<file path="config.mk">
export PLATFORM = sky130hd
export DESIGN_NAME = uart_core
export DESIGN_NICKNAME = d
export VERILOG_FILES = /design/src/rtl/uart_pkg.sv /design/src/rtl/rx_fifo.sv /design/src/rtl/serial_rx.sv /design/src/rtl/serial_tx.sv /design/src/rtl/uart_core.sv
export SDC_FILE = /design/constraint.sdc
export NUM_CORES = 1
export LEC_CHECK = 0
export ABC_CLOCK_PERIOD_IN_PS = 2800
export BUFFER_PORTS_ARGS = -buffer_cell sky130_fd_sc_hd__buf_2
export CORE_ASPECT_RATIO = 1.5
export CORE_MARGIN = 3
export CORE_UTILIZATION = 40
export CTS_CLUSTER_DIAMETER = 120
export CTS_CLUSTER_SIZE = 16
export DETAILED_ROUTE_END_ITERATION = 16
export GPL_TIMING_DRIVEN = 0
export PLACE_DENSITY = 0.54
export SETUP_SLACK_MARGIN = 0.05
export SYNTH_ARGS = -nofsm -noshare
export SYNTH_HDL_FRONTEND = slang
export SYNTH_SLANG_ARGS = --single-unit
</file>
<file path="constraint.sdc">
create_clock -name clk -period 2.8 [get_ports clk]
set_input_delay 0 -clock clk [delete_from_list [all_inputs] [get_ports clk]]
set_output_delay 0 -clock clk [all_outputs]
set_load 0.005 [all_outputs]
</file>
<file path="src/rtl/uart_pkg.sv">
// shared constants for the uart subsystem: bit rate, bit timer reloads,
// line levels and receive buffer sizing
// imported by the receiver, the transmitter and the receive buffer

package uart_pkg;

  // clock and line rate
  localparam int unsigned clk_freq = 25_000_000;   // system clock in hz
  localparam int unsigned bit_freq = 1_562_500;    // line rate in bit/s

  // bit timing, derived from the two rates above
  localparam int unsigned bit_period = clk_freq / bit_freq;  // clocks per bit, 16
  localparam int unsigned full_bit_time = bit_period - 1;    // reload for a whole bit
  localparam int unsigned half_bit_time = full_bit_time >> 1; // start edge to mid-bit

  // countdown timer width, enough to hold full_bit_time
  localparam int timer_width = $clog2(bit_period);

  // line levels of the frame
  localparam logic idle_bit = 1'b1;   // line at rest
  localparam logic start_bit = 1'b0;  // first bit of a frame
  localparam logic stop_bit = 1'b1;   // last bit of a frame

  // receive buffer
  localparam int unsigned fifo_depth = 8;                // entries, power of two
  localparam int fifo_addr_width = $clog2(fifo_depth);   // pointer width

  // frame layout: one start bit, eight data bits lsb first, one stop bit
  //   bit 0     start_bit
  //   bit 1..8  data[0]..data[7]
  //   bit 9     stop_bit
  // one frame therefore takes 10 bit periods, 160 clocks at these rates

endpackage : uart_pkg
</file>
<file path="src/rtl/rx_fifo.sv">
// show-ahead buffer for received bytes, fifo_depth entries
// head byte is always on rd_data, rd_valid means not empty
// writes never stall; a write while full is lost and sets sticky overflow

module rx_fifo (
  input  logic       clk,       // system clock
  input  logic       reset,     // sync, active high
  input  logic       wr_en,     // write strobe from the receiver
  input  logic [7:0] wr_data,   // byte to store
  input  logic       rd_en,     // pop head, ignored when empty
  output logic [7:0] rd_data,   // head byte
  output logic       rd_valid,  // buffer not empty
  output logic       overflow   // byte dropped since reset
);

  import uart_pkg::*;

  logic [7:0]                 mem [fifo_depth];  // storage, no reset
  logic [fifo_addr_width-1:0] wr_ptr;            // next free slot
  logic [fifo_addr_width-1:0] rd_ptr;            // head slot
  logic [fifo_addr_width:0]   count;             // entries held
  logic                       full;
  logic                       do_wr;
  logic                       do_rd;

  assign full     = (count == (fifo_addr_width + 1)'(fifo_depth));
  assign do_wr    = wr_en && !full;
  assign do_rd    = rd_en && rd_valid;
  assign rd_valid = (count != '0);
  assign rd_data  = mem[rd_ptr];  // show-ahead

  always_ff @(posedge clk)
  begin
    if (do_wr)
      mem[wr_ptr] <= wr_data;
  end

  // pointers wrap on their own, depth is a power of two
  always_ff @(posedge clk)
  begin
    if (reset)
    begin
      wr_ptr <= '0;
      rd_ptr <= '0;
      count  <= '0;
    end
    else
    begin
      if (do_wr)
        wr_ptr <= wr_ptr + 1'b1;
      if (do_rd)
        rd_ptr <= rd_ptr + 1'b1;
      if (do_wr && !do_rd)
        count <= count + 1'b1;
      else if (do_rd && !do_wr)
        count <= count - 1'b1;  // both at once, count unchanged
    end
  end

  always_ff @(posedge clk)
  begin
    if (reset)
      overflow <= 1'b0;
    else if (wr_en && full)
      overflow <= 1'b1;  // sticky until reset
  end

endmodule : rx_fifo

</file>
<file path="src/rtl/serial_rx.sv">
// serial receiver, fixed rate, 8 data bits, one stop bit, no parity
// samples mid-bit off a countdown timer started at the falling start edge
// ready pulses one clock per good byte; line_break flags a low stop bit

module serial_rx (
  input  logic       clk,         // system clock
  input  logic       reset,       // sync, active high
  input  logic       rx,          // serial line, asynchronous
  output logic       line_break,  // bad stop bit seen, held until line idle
  output logic       ready,       // one-cycle strobe, data valid
  output logic [7:0] data         // last received byte
);

  import uart_pkg::*;

  logic [2:0]             sync;   // synchronizer chain
  logic                   rx_in;  // synchronized line
  logic [timer_width-1:0] timer;  // bit timer, counts down
  logic [3:0]             bits;   // 0 idle, 1 start, 2..9 data, 10 stop

  // three flops against metastability
  always_ff @(posedge clk)
  begin
    if (reset)
      sync <= {3{idle_bit}};  // line assumed at rest
    else
      sync <= {sync[1:0], rx};
  end

  assign rx_in = sync[2];

  // receive fsm, timer and bit counter in one block
  always_ff @(posedge clk)
  begin
    if (reset)
    begin
      timer      <= '0;
      bits       <= 4'd0;
      ready      <= 1'b0;
      line_break <= 1'b0;
    end
    else
    begin
      ready <= 1'b0;  // strobe, default low
      if (timer != '0)
        timer <= timer - 1'b1;  // wait for mid-bit
      else if (bits != 4'd0)
      begin
        if ((bits == 4'd1) && (rx_in != start_bit))
          bits <= 4'd0;  // false start, back to idle
        else if (bits == 4'd10)
        begin
          if (rx_in == stop_bit)
            ready <= 1'b1;  // good frame
          else
            line_break <= 1'b1;  // framing error or break
          bits <= 4'd0;
        end
        else
        begin
          // start bit is shifted in too, and out again by the 8th data bit
          bits  <= bits + 1'b1;
          timer <= timer_width'(full_bit_time);  // next sample one bit later
        end
      end
      else if (line_break && (rx_in == idle_bit))
        line_break <= 1'b0;  // line back at rest
      else if (rx_in == start_bit)
      begin
        timer <= timer_width'(half_bit_time);  // go to middle of start bit
        bits  <= 4'd1;
      end
    end
  end

  // data shifter, lsb arrives first
  always_ff @(posedge clk)
  begin
    if ((timer == '0) && (bits != 4'd0) && (bits != 4'd10))
    begin
      if ((bits != 4'd1) || (rx_in == start_bit))
        data <= {rx_in, data[7:1]};  // shift right, new bit on top
    end
  end

endmodule : serial_rx

</file>
<file path="src/rtl/serial_tx.sv">
// serial transmitter, fixed rate, one start bit, 8 data bits, one stop bit
// a tx_start pulse while idle loads a frame; tx_busy is high until the
// stop bit has been on the line for a whole bit

module serial_tx (
  input  logic       clk,       // system clock
  input  logic       reset,     // sync, active high
  input  logic [7:0] tx_data,   // byte to send, taken with tx_start
  input  logic       tx_start,  // one-cycle start, ignored while busy
  output logic       tx_busy,   // frame in progress
  output logic       tx         // serial line out
);

  import uart_pkg::*;

  logic [9:0]             frame;  // bits still to go, bit 0 on the line
  logic [timer_width-1:0] timer;  // bit timer, counts down
  logic [3:0]             bits;   // bits left incl. current, 0 when idle

  assign tx      = frame[0];
  assign tx_busy = (bits != 4'd0);

  always_ff @(posedge clk)
  begin
    if (reset)
    begin
      frame <= {10{idle_bit}};  // line rests high
      timer <= '0;
      bits  <= 4'd0;
    end
    else if (bits == 4'd0)
    begin
      if (tx_start)
      begin
        frame <= {stop_bit, tx_data, start_bit};  // start bit goes out now
        timer <= timer_width'(full_bit_time);
        bits  <= 4'd10;
      end
    end
    else if (timer != '0)
      timer <= timer - 1'b1;  // hold current bit
    else
    begin
      // shift in idle level, so the line rests high after the stop bit
      frame <= {idle_bit, frame[9:1]};
      timer <= timer_width'(full_bit_time);
      bits  <= bits - 1'b1;  // reaching 0 ends busy
    end
  end

endmodule : serial_tx

</file>
<file path="src/rtl/uart_core.sv">
// uart top level: receiver into an 8-byte read buffer, plus a transmitter
// host pops received bytes with rd_en and sends with tx_data/tx_start

module uart_core (
  input  logic       clk,         // system clock
  input  logic       reset,       // sync, active high
  input  logic       rx,          // serial in, asynchronous
  output logic       tx,          // serial out
  input  logic [7:0] tx_data,     // byte to send
  input  logic       tx_start,    // send strobe, dropped while busy
  output logic       tx_busy,     // transmitter active
  output logic [7:0] rd_data,     // oldest received byte
  output logic       rd_valid,    // rd_data holds a byte
  input  logic       rd_en,       // pop, same cycle
  output logic       line_break,  // bad stop bit, cleared by idle line
  output logic       overflow     // received byte lost, sticky
);

  logic       rx_ready;  // byte strobe, receiver to buffer
  logic [7:0] rx_data;   // received byte

  serial_rx u_rx (
    .clk        (clk),
    .reset      (reset),
    .rx         (rx),
    .line_break (line_break),  // straight out as status
    .ready      (rx_ready),
    .data       (rx_data)
  );

  // receiver is never held off; host must keep up
  rx_fifo u_fifo (
    .clk      (clk),
    .reset    (reset),
    .wr_en    (rx_ready),
    .wr_data  (rx_data),
    .rd_en    (rd_en),
    .rd_data  (rd_data),
    .rd_valid (rd_valid),
    .overflow (overflow)
  );

  // start pulse goes in ungated, the transmitter drops it while busy
  serial_tx u_tx (
    .clk      (clk),
    .reset    (reset),
    .tx_data  (tx_data),
    .tx_start (tx_start),
    .tx_busy  (tx_busy),
    .tx       (tx)
  );

endmodule : uart_core

</file>
==> impl_metrics.toml, run 1 <==
[yosys]
synth_top_family_by_area = "simple AND/OR/NAND/NOR gates"
ys_top_cells_by_area = "edfxtp_1, dfxtp_1, mux4_2"
yosysMostFrequentCell = "edfxtp_1"
netlist_top_cells_count = "edfxtp_1, dfxtp_1, nor2_1"
synth.avg_cell_area_um2 = 13.7
synthFlopType = "edfxtp_1"
synthCells = 353
synth_compound_area_share_pct = 7.02
synth-simple-area-share_pct = 12.5
synth.distinct_cells = 51
syn_nets = 376
async_reset_ff_share_pct = 0
synthXorXnorAreaFrac_pct = 1.45
ys_seq_elements = 116
synth_edf_count = 72
synthAdderAreaFrac_pct = 2.74
syn_area_um2 = 4830
ys_warn_count = 0
synth_top_area_share_pct = 44.7
ys_seq_area_share_pct = 63.0
muxShareOfSynthArea_pct = 9.97
synth_area_leader_cell = "edfxtp_1"

[route]
first_pass_iters = 6
antenna_left = 0
detail_route.wl_per_cell_um = 16.0
viasPerCell = 5.06
drc_errors = 0
vias = 2905
routed_wl_um = 9210
drt_iter0_drc = 177

[clock_tree]
cts_root_buffer = "clkbuf_16"
cts_inserted_buffers = 17
clkSlewWorstSetupHoldPaths_ps = 60
cts_max_level = 4
clockBufferDepth = 2
clk_latency_ps = 410
cts_tree = "built"
clkSinkCount = 116

[pwr]
power_mw = 6.20
power.density_nw_per_um2 = 1030
power_leakage_nw = 2.13
ir_worst_vdd_v = 0.000600

[grt]
grt.overflow.total = 0
antenna_found_initial = 0
met2_usage_pct = 26.8
grt_pass1_vias = 2952
grt-busiest-layer = "met2"
grt.met1_usage_pct = 16.9
track_usage_pct = 15.3
grt_pass1_wl_um = 15100
grt_max_degree = 17
use_met3_pct = 4.75

[worst_setup_path]
reg2reg_from = "u_fifo.count[0]$_SDFFE_PP0P_"
rr_endpoint = "u_fifo.count[3]$_SDFFE_PP0P_"
cp-start-kind = "flop"
reg2reg_slack_ps = 160
crit_fanout = 6
crit_type = "flop to flop"
reg2reg_depth = 10
cp_data_arrival_time_ps = 2930
required_ps = 3100
critPathCaptureType = "flop"

[timing]
max_freq_ghz = 0.379
rsz0062_at_grt = "false"
period_needed_ps = 2640
maxSlewViolCount = 0
fin_skew_ps = 6.00
tightest_slew_ps = 990
slew_headroom_pct = 34.0
setup_viol = 0
hold_viol = 0
period_share_pct = 94.1

[run]
cap_violations = 0

[cells_and_area]
diodes = 0
syn2layout_area_growth_pct = 24.1
final_nets = 434
final_cells = 574
drive_gt1_share_pct = 32.5
nFillCells = 1003
fin_util_pct = 51.5

[min_path]
min_path_type = "primary input to flop"
min_path_cells = 3
min_from = "rx"
min_to = "u_rx.sync[0]$_SDFF_PP1_"

[die]
ios = 26
rows = 48
die_h_um = 141
core-area_um2 = 11700
start_util_pct = 41.5
die_w_um = 95.7
dieArea_um2 = 13500

[placement]
dpl.cell_count = 529
port_buffers = 25
gp_congestion = 0.741
post-dp-hpwl_um = 6010

[status]
status = "complete, no violations"
==> cell families (layout without fill, tap and decap cells) <==
family          after synthesis  in the layout
flops                       116            116
simple gates                114            114
compound gates               45             45
buf+inv                      33            104
mux                          27             27
fa+ha+maj                    10             10
xor+xnor                      8              8
==> report_power, final <==
group	internal, mW	leakage, nW	switching, mW	total (mW)
registers	1.99	1.01	0.168	2.16
clock network	1.59	0.306	0.789	2.37
logic	0.813	0.820	0.852	1.66
==> how the worst max path moves through the flow <==
| stage | slack (ps) | cells after the start | to | start |
|---|---|---|---|---|
| 2_1_floorplan | 260 | 10 | u_fifo.count[3]$_SDFFE_PP0P_ | u_fifo.count[0]$_SDFFE_PP0P_ |
| 3_3_place_gp | -160 | 3 | u_fifo.mem[0][1]$_DFFE_PP_ | u_fifo.count[0]$_SDFFE_PP0P_ |
| 3_5_place_dp | -80 | 10 | u_fifo.count[3]$_SDFFE_PP0P_ | u_fifo.count[0]$_SDFFE_PP0P_ |
| 4_1_cts | 60 | 10 | u_fifo.count[3]$_SDFFE_PP0P_ | u_fifo.count[0]$_SDFFE_PP0P_ |
| 5_1_grt | 30 | 10 | u_fifo.count[3]$_SDFFE_PP0P_ | u_fifo.count[0]$_SDFFE_PP0P_ |
| 6_report | 160 | 10 | u_fifo.count[3]$_SDFFE_PP0P_ | u_fifo.count[0]$_SDFFE_PP0P_ |
==> cell type report <==
class,instances,area [um2],area share (%)
Buffer,18,108,1.79
Tap cell,150,188,3.13
Sequential cell,116,3050,50.8
Multi-Input combinational cell,204,1680,28.1
Clock buffer,17,425,7.09
Timing Repair Buffer,39,263,4.38
Clock inverter,15,229,3.82
Inverter,15,56.3,0.939
==> worst max-delay path: stages (launching register included) <==
cell and delay, ps:
dfxtp_2 350, or4b_4 560, nand2_4 130, inv_2 70
ha_1 210, inv_2 110, ha_4 220, a21oi_2 160
a211oi_1 100, a31oi_1 240, mux2_2 360
==> metal layers <==
metal | wire length [um] | part of all wire [%]
met1 | 3620 | 39
met2 | 5150 | 56
met3 | 303 | 3.3
met4 | 136 | 1.5
met5 | 0 | 0
==> layout by cell type, fill, tap and decap left out, drive strengths merged, types with 2 or more instances in the layout <==
| master | synthesis | routed |
|---|---|---|
| edfxtp | 72 | 72 |
| inv | 15 | 18 |
| ha | 9 | 9 |
| and3 | 7 | 7 |
| nor4 | 4 | 4 |
| nand2b | 4 | 4 |
| nand2 | 27 | 27 |
| a211oi | 8 | 8 |
| o21bai | 8 | 8 |
| dfxtp | 44 | 44 |
| clkinvlp | 0 | 4 |
| nor2 | 37 | 37 |
| a21oi | 13 | 13 |
| xor2 | 4 | 4 |
| mux2i | 2 | 2 |
| nor3 | 8 | 8 |
| nand3 | 7 | 7 |
| nor2b | 4 | 4 |
| a311oi | 2 | 2 |
| dlygate4sd3 | 0 | 13 |
| o21ai | 3 | 3 |
| or3b | 3 | 3 |
| xnor2 | 4 | 4 |
| a31oi | 5 | 5 |
| or3 | 2 | 2 |
| clkbuf | 7 | 24 |
| mux2 | 9 | 9 |
| clkinv | 0 | 3 |
| buf | 11 | 37 |
| o31ai | 2 | 2 |
| mux4 | 16 | 16 |
| or2 | 3 | 3 |
| nor3b | 3 | 3 |
| bufinv | 0 | 5 |
==> sequential cells by signal, summed over array words and instances, names as in the netlist, 3 cells and up, named ones only <==
signal,count
u_tx.bits,4
u_rx.data,8
u_fifo.rd_ptr,3
u_rx.bits,4
u_fifo.count,4
u_tx.timer,4
u_fifo.mem,64
u_tx.frame,9
u_rx.sync,3
u_fifo.wr_ptr,3
u_rx.timer,4
==> what timing repair did <==
item | in CTS | in global routing
pin swaps | 0 | 1
hold buffers | 13 | 0
endpoints found under the hold margin | 17 | 0
buffers inserted | 0 | 0
gates resized for setup | 3 | 6
setup endpoints to repair | 1 | 1
==> metrics by stage <==
step                setup WS (ps)  hold WS, ps  instance area, um2  setup TNS, ps
CTS                          64.9          284                5970              0
global placement             -157          189                5140          -1250
detailed placement          -76.6          185                5170          -76.6
floorplan                     256          104                4830              0
finish                        164          303                6000              0
global route                 26.5          308                6000              0
(Power assumes the default switching activity.)
==> run 2: changes to the inputs <==
- PLACE_DENSITY: 0.54 -> 0.59
==> run 2 against run 1 <==
  * Critical endpoint unchanged
  * Power fell by 5.3%
  * Utilization down 0.73 points
  * Highest routed layer unchanged
  * Maximum frequency up 3.2%
  * Sequential share of layout area grew 0.73 points
  * Largest power group is now registers
==> impl_metrics.toml, run 2 (synthesized netlist as in run 1, its figures left out) <==
[status]
status = "complete, no violations"

[clock_tree]
cts_max_level = 4
clk_latency_ps = 410
clkSlewWorstSetupHoldPaths_ps = 50
cts_root_buffer = "clkbuf_16"
cts_inserted_buffers = 17
clockBufferDepth = 2
clkSinkCount = 116
cts_tree = "built"

[placement]
port_buffers = 25
post-dp-hpwl_um = 5970
place_ws_ps = -74.4
dpl.cell_count = 529
gp_congestion = 0.736
placed_area_um2 = 5180

[cells_and_area]
final_cells = 574
syn2layout_area_growth_pct = 22.3
largest_register_ffs = 64
final_common_cell = "edfxtp_1"
multi_input_area_um2 = 1690
top_regs = "u_fifo.mem x64, u_tx.frame x9, u_rx.data x8"
final_cell_mix = "edfxtp_1, dfxtp_1, buf_2, nor2_1, nand2_1"
nFillCells = 1009
drive_gt1_share_pct = 32.1
seq_area_um2 = 3050
diodes = 0
stdcell_area_um2 = 5910
final_nets = 434
top_register = "u_fifo.mem"

[timing]
rsz0062_at_grt = "false"
tightest_slew_ps = 893
hold_viol = 0
period_share_pct = 91.2
slew_headroom_pct = 40.3
worst_hold_slack_ps = 15.8
setup_ws_ps = 245
maxSlewViolCount = 0
period_needed_ps = 2550
max_freq_ghz = 0.391
setup_viol = 0
fin_skew_ps = 10.4

[route]
viasPerCell = 5.09
detail_route.wl_per_cell_um = 15.4
antenna_left = 0
vias = 2924
first_pass_iters = 5
routed_wl_um = 8840
drt_iter0_drc = 100
drc_errors = 0

[worst_setup_path]
critPathCaptureType = "flop"
reg2reg_slack_ps = 250
cp-start-kind = "flop"
crit_type = "flop to flop"
required_ps = 3090
crit_fanout = 6
cp_data_arrival_time_ps = 2840

[grt]
grt_pass1_vias = 3037
grt_pass1_wl_um = 15000
grt.overflow.total = 0
track_usage_pct = 14.9
grt_max_degree = 17
antenna_found_initial = 0

[die]
start_util_pct = 41.5
ios = 26
dieArea_um2 = 13500
die_h_um = 141
rows = 48
die_w_um = 95.7
core-area_um2 = 11700

[run]
cap_violations = 0

[pwr]
power.density_nw_per_um2 = 993
power_leakage_nw = 2.10
power_mw = 5.87
ir_worst_vdd_v = 0.000801

[min_path]
min_path_type = "primary input to flop"
-- run 2: changes by cell type in the layout (fill, tap and decap cells not counted) --
cell	delta
buf_4	+1
bufinv_16	-3
clkbuf_1	+3
clkbuf_8	+1
clkinv_2	+5
clkinv_4	-2
clkinvlp_4	-1
dlygate4sd3_1	-1
inv_6	-3
nand2_4	-1
nand2_8	+1
-- run 2: report_power, final --
| group | internal [mW] | total [mW] | switching (mW) |
|---|---|---|---|
| sequential | 1.99 | 2.17 | 0.176 |
| clock | 1.32 | 2.04 | 0.716 |
| combinational | 0.822 | 1.67 | 0.845 |
| total | 4.13 | 5.87 | 1.74 |
-- run 2: final timing paths --
kind	from	endpoint	cells after the start
worst max-delay path	u_fifo.count[1]$_SDFFE_PP0P_	u_fifo.count[3]$_SDFFE_PP0P_	10
worst min-delay path	tx_data[1]	u_tx.frame[2]$_SDFFE_PP1P_	4
worst max register to register	u_fifo.count[1]$_SDFFE_PP0P_	u_fifo.count[3]$_SDFFE_PP0P_	10
worst min register to register	u_rx.sync[0]$_SDFF_PP1_	u_rx.sync[1]$_SDFF_PP1_	1
-- run 2: critical path, stage by stage, from the launching register on --
cell      delay, ps
dfxtp_2         350
or4b_4          590
nand2_8         120
inv_2            60
ha_1            200
inv_2           110
ha_4            220
a21oi_2         160
a211oi_1        100
a31oi_1         170
mux2_2          350
-- run 2: layer usage --
| layer | GRT usage [%] | wire, um | vias to the layer above |
|---|---|---|---|
| met3 | 5.93 | 393 | 12 |
| li1 | - | - | 1419 |
| met1 | 16.0 | 3510 | 1434 |
| met5 | 0 | 0 | - |
| met4 | 5.70 | 130 | 0 |
| met2 | 25.9 | 4810 | 59 |
-- run 2: area by class of cell --
cell class | count | area share (%)
clock buffers | 21 | 7.62
well taps | 150 | 3.17
clock inverters | 11 | 1.90
plain buffers | 18 | 1.82
multi-input cells | 204 | 28.6
inverters | 15 | 0.952
flip-flops and latches | 116 | 51.5
repair buffers | 39 | 4.40
-- run 2: per-stage QoR --
step                setup TNS [ps]  utilization, %
CTS                              0            50.4
global placement              -623            44.2
detailed placement           -74.4            44.4
finish                           0            50.7
global route                     0            50.7
floorplan                        0               -
-- run 2: repair_timing --
item / in CTS / in global routing
pin swaps: 0 / 2
endpoints found under the hold margin: 18 / 0
resized for setup: 3 / 7
endpoints found under the setup margin: 1 / 1
hold buffers: 12 / 0
setup buffers: 0 / 1
==> run 3: changes to the inputs <==
==> constraint.sdc (replaced) <==
create_clock -name clk -period 2.8 [get_ports clk]
set_input_delay 0.42 -clock clk [delete_from_list [all_inputs] [get_ports clk]]
set_output_delay 0.42 -clock clk [all_outputs]
set_load 0.005 [all_outputs]
==> run 3 against run 2 <==
  * Sequential share of layout area grew 1.4 points
  * Die area stayed put
  * First-iteration DRC count down 28%
  * Utilization down 1.3 points
  * Routed wire length fell by 1.3%
  * Hold slack better by 180 ps
  * Maximum frequency down 1.9%
  * Design area decreased by 2.6%
  * Clock skew is 2.4 ps higher
  * Non-clock buffer count shrank 14
  * Power down 0.82%
  * Largest cell class unchanged
  * Largest power group unchanged
==> impl_metrics.toml, run 3 (synthesized netlist as in run 1, its figures left out) <==
[status]
status = "complete, no violations"

[timing]
maxSlewViolCount = 0
period_needed_ps = 2600
rsz0062_at_grt = "true"
hold_viol = 0
tightest_slew_ps = 886
period_share_pct = 93.0
setup_ws_ps = 196
max_freq_ghz = 0.384
fin_skew_ps = 12.8
setup_viol = 0
slew_headroom_pct = 40.7

[clock_tree]
clockBufferDepth = 2
clkSinkCount = 116
cts_inserted_buffers = 17
clkSlewWorstSetupHoldPaths_ps = 50
cts_max_level = 4
clk_latency_ps = 410
cts_root_buffer = "clkbuf_16"
cts_tree = "built"

[grt]
grt_max_degree = 17
track_usage_pct = 14.7
antenna_found_initial = 0
grt.overflow.total = 0
grt_pass1_wl_um = 14800
grt_pass1_vias = 2957

[cells_and_area]
final_common_cell = "edfxtp_1"
drive_gt1_share_pct = 32.7
syn2layout_area_growth_pct = 19.2
final_nets = 420
largest_register_ffs = 64
top_register = "u_fifo.mem"
top_regs = "u_fifo.mem x64, u_tx.frame x9, u_rx.data x8"
stdcell_area_um2 = 5760
diodes = 0
final_cell_mix = "edfxtp_1, dfxtp_1, buf_2, nor2_1, nand2_1"

[worst_setup_path]
cp_data_arrival_time_ps = 2890
crit_fanout = 6
reg2reg_slack_ps = 200
critPathCaptureType = "flop"
startpoint = "u_fifo.count[0]$_SDFFE_PP0P_"
crit_type = "flop to flop"
reg2reg_from = "u_fifo.count[0]$_SDFFE_PP0P_"
crit_end = "u_fifo.count[3]$_SDFFE_PP0P_"
reg2reg_depth = 10
cp-start-kind = "flop"
required_ps = 3090
rr_endpoint = "u_fifo.count[3]$_SDFFE_PP0P_"

[placement]
port_buffers = 25
placed_area_um2 = 5180
gp_congestion = 0.736
post-dp-hpwl_um = 5970
place_ws_ps = -74.4

[route]
detail_route.wl_per_cell_um = 15.6
viasPerCell = 5.13
routed_wl_um = 8720
vias = 2870
drt_iter0_drc = 72
first_pass_iters = 4
antenna_left = 0
drc_errors = 0

[pwr]
power_leakage_nw = 2.04
power.density_nw_per_um2 = 1010
ir_worst_vdd_v = 0.000793

[die]
rows = 48
core-area_um2 = 11700
start_util_pct = 41.5
die_h_um = 141
ios = 26
dieArea_um2 = 13500
die_w_um = 95.7

[min_path]
min_path_cells = 2
min_path_type = "primary input to flop"

[run]
cap_violations = 0
==> run 3: how the worst min path moves through the flow <==
| stage | start | to | slack (ps) |
|---|---|---|---|
| final | rx | u_rx.sync[0]$_SDFF_PP1_ | 200 |
| after global routing | rx | u_rx.sync[0]$_SDFF_PP1_ | 200 |
| after CTS | rx | u_rx.sync[0]$_SDFF_PP1_ | 180 |
| after detailed placement | u_rx.sync[0]$_SDFF_PP1_ | u_rx.sync[1]$_SDFF_PP1_ | 390 |
| after global placement | u_rx.sync[0]$_SDFF_PP1_ | u_rx.sync[1]$_SDFF_PP1_ | 390 |
| after floorplan | u_rx.sync[0]$_SDFF_PP1_ | u_rx.sync[1]$_SDFF_PP1_ | 390 |
==> run 3: report_power, final <==
group          internal (mW)  switching, mW
combinational          0.787          0.828
sequential              1.99          0.180
clock                   1.32          0.716
total                   4.10           1.73
==> run 3: area by class of cell <==
type / count / area [um2]
Fill cell: 1030 / 5890
Sequential cell: 116 / 3050
Multi-Input combinational cell: 204 / 1670
Clock buffer: 21 / 450
Tap cell: 150 / 188
Timing Repair Buffer: 26 / 133
Clock inverter: 11 / 113
Buffer: 17 / 104
Inverter: 15 / 56.3
==> run 3: through the flow <==
stage	total power [mW]	setup TNS, ps	utilization, %	hold slack, ps	cells
after floorplan	3.44	0	-	389	353
after global placement	3.78	-623	44.2	392	528
after detailed placement	3.81	-74.4	44.4	393	529
after CTS	5.87	0	49.4	177	561
after global routing	6.20	0	49.4	198	560
final	5.82	0	49.4	196	560
==> run 3: timing repair <==
action / 4_1_cts / 5_1_grt
hold buffers: 0 / 0
gates resized for setup: 3 / 5
hold endpoints to repair: 0 / 0
setup endpoints to repair: 1 / 8
buffers inserted: 0 / 0
==> run 3: critical path, stage by stage (launching register included) <==
cell	delay (ps)
dfxtp_2	360
or4b_4	570
nand2_4	140
inv_2	70
ha_1	210
inv_2	90
ha_1	270
a21oi_2	160
a211oi_1	100
a31oi_1	180
mux2_2	350
==> run 3: per-layer routing <==
layer  vias to the layer above  routed length (um)  GRT usage (%)
met3                        10                 440           5.98
met4                         0                 108           5.70
met2                        69                4700           25.2
li1                       1392                   -              -
met5                         -                   0              0
met1                      1399                3480           15.9
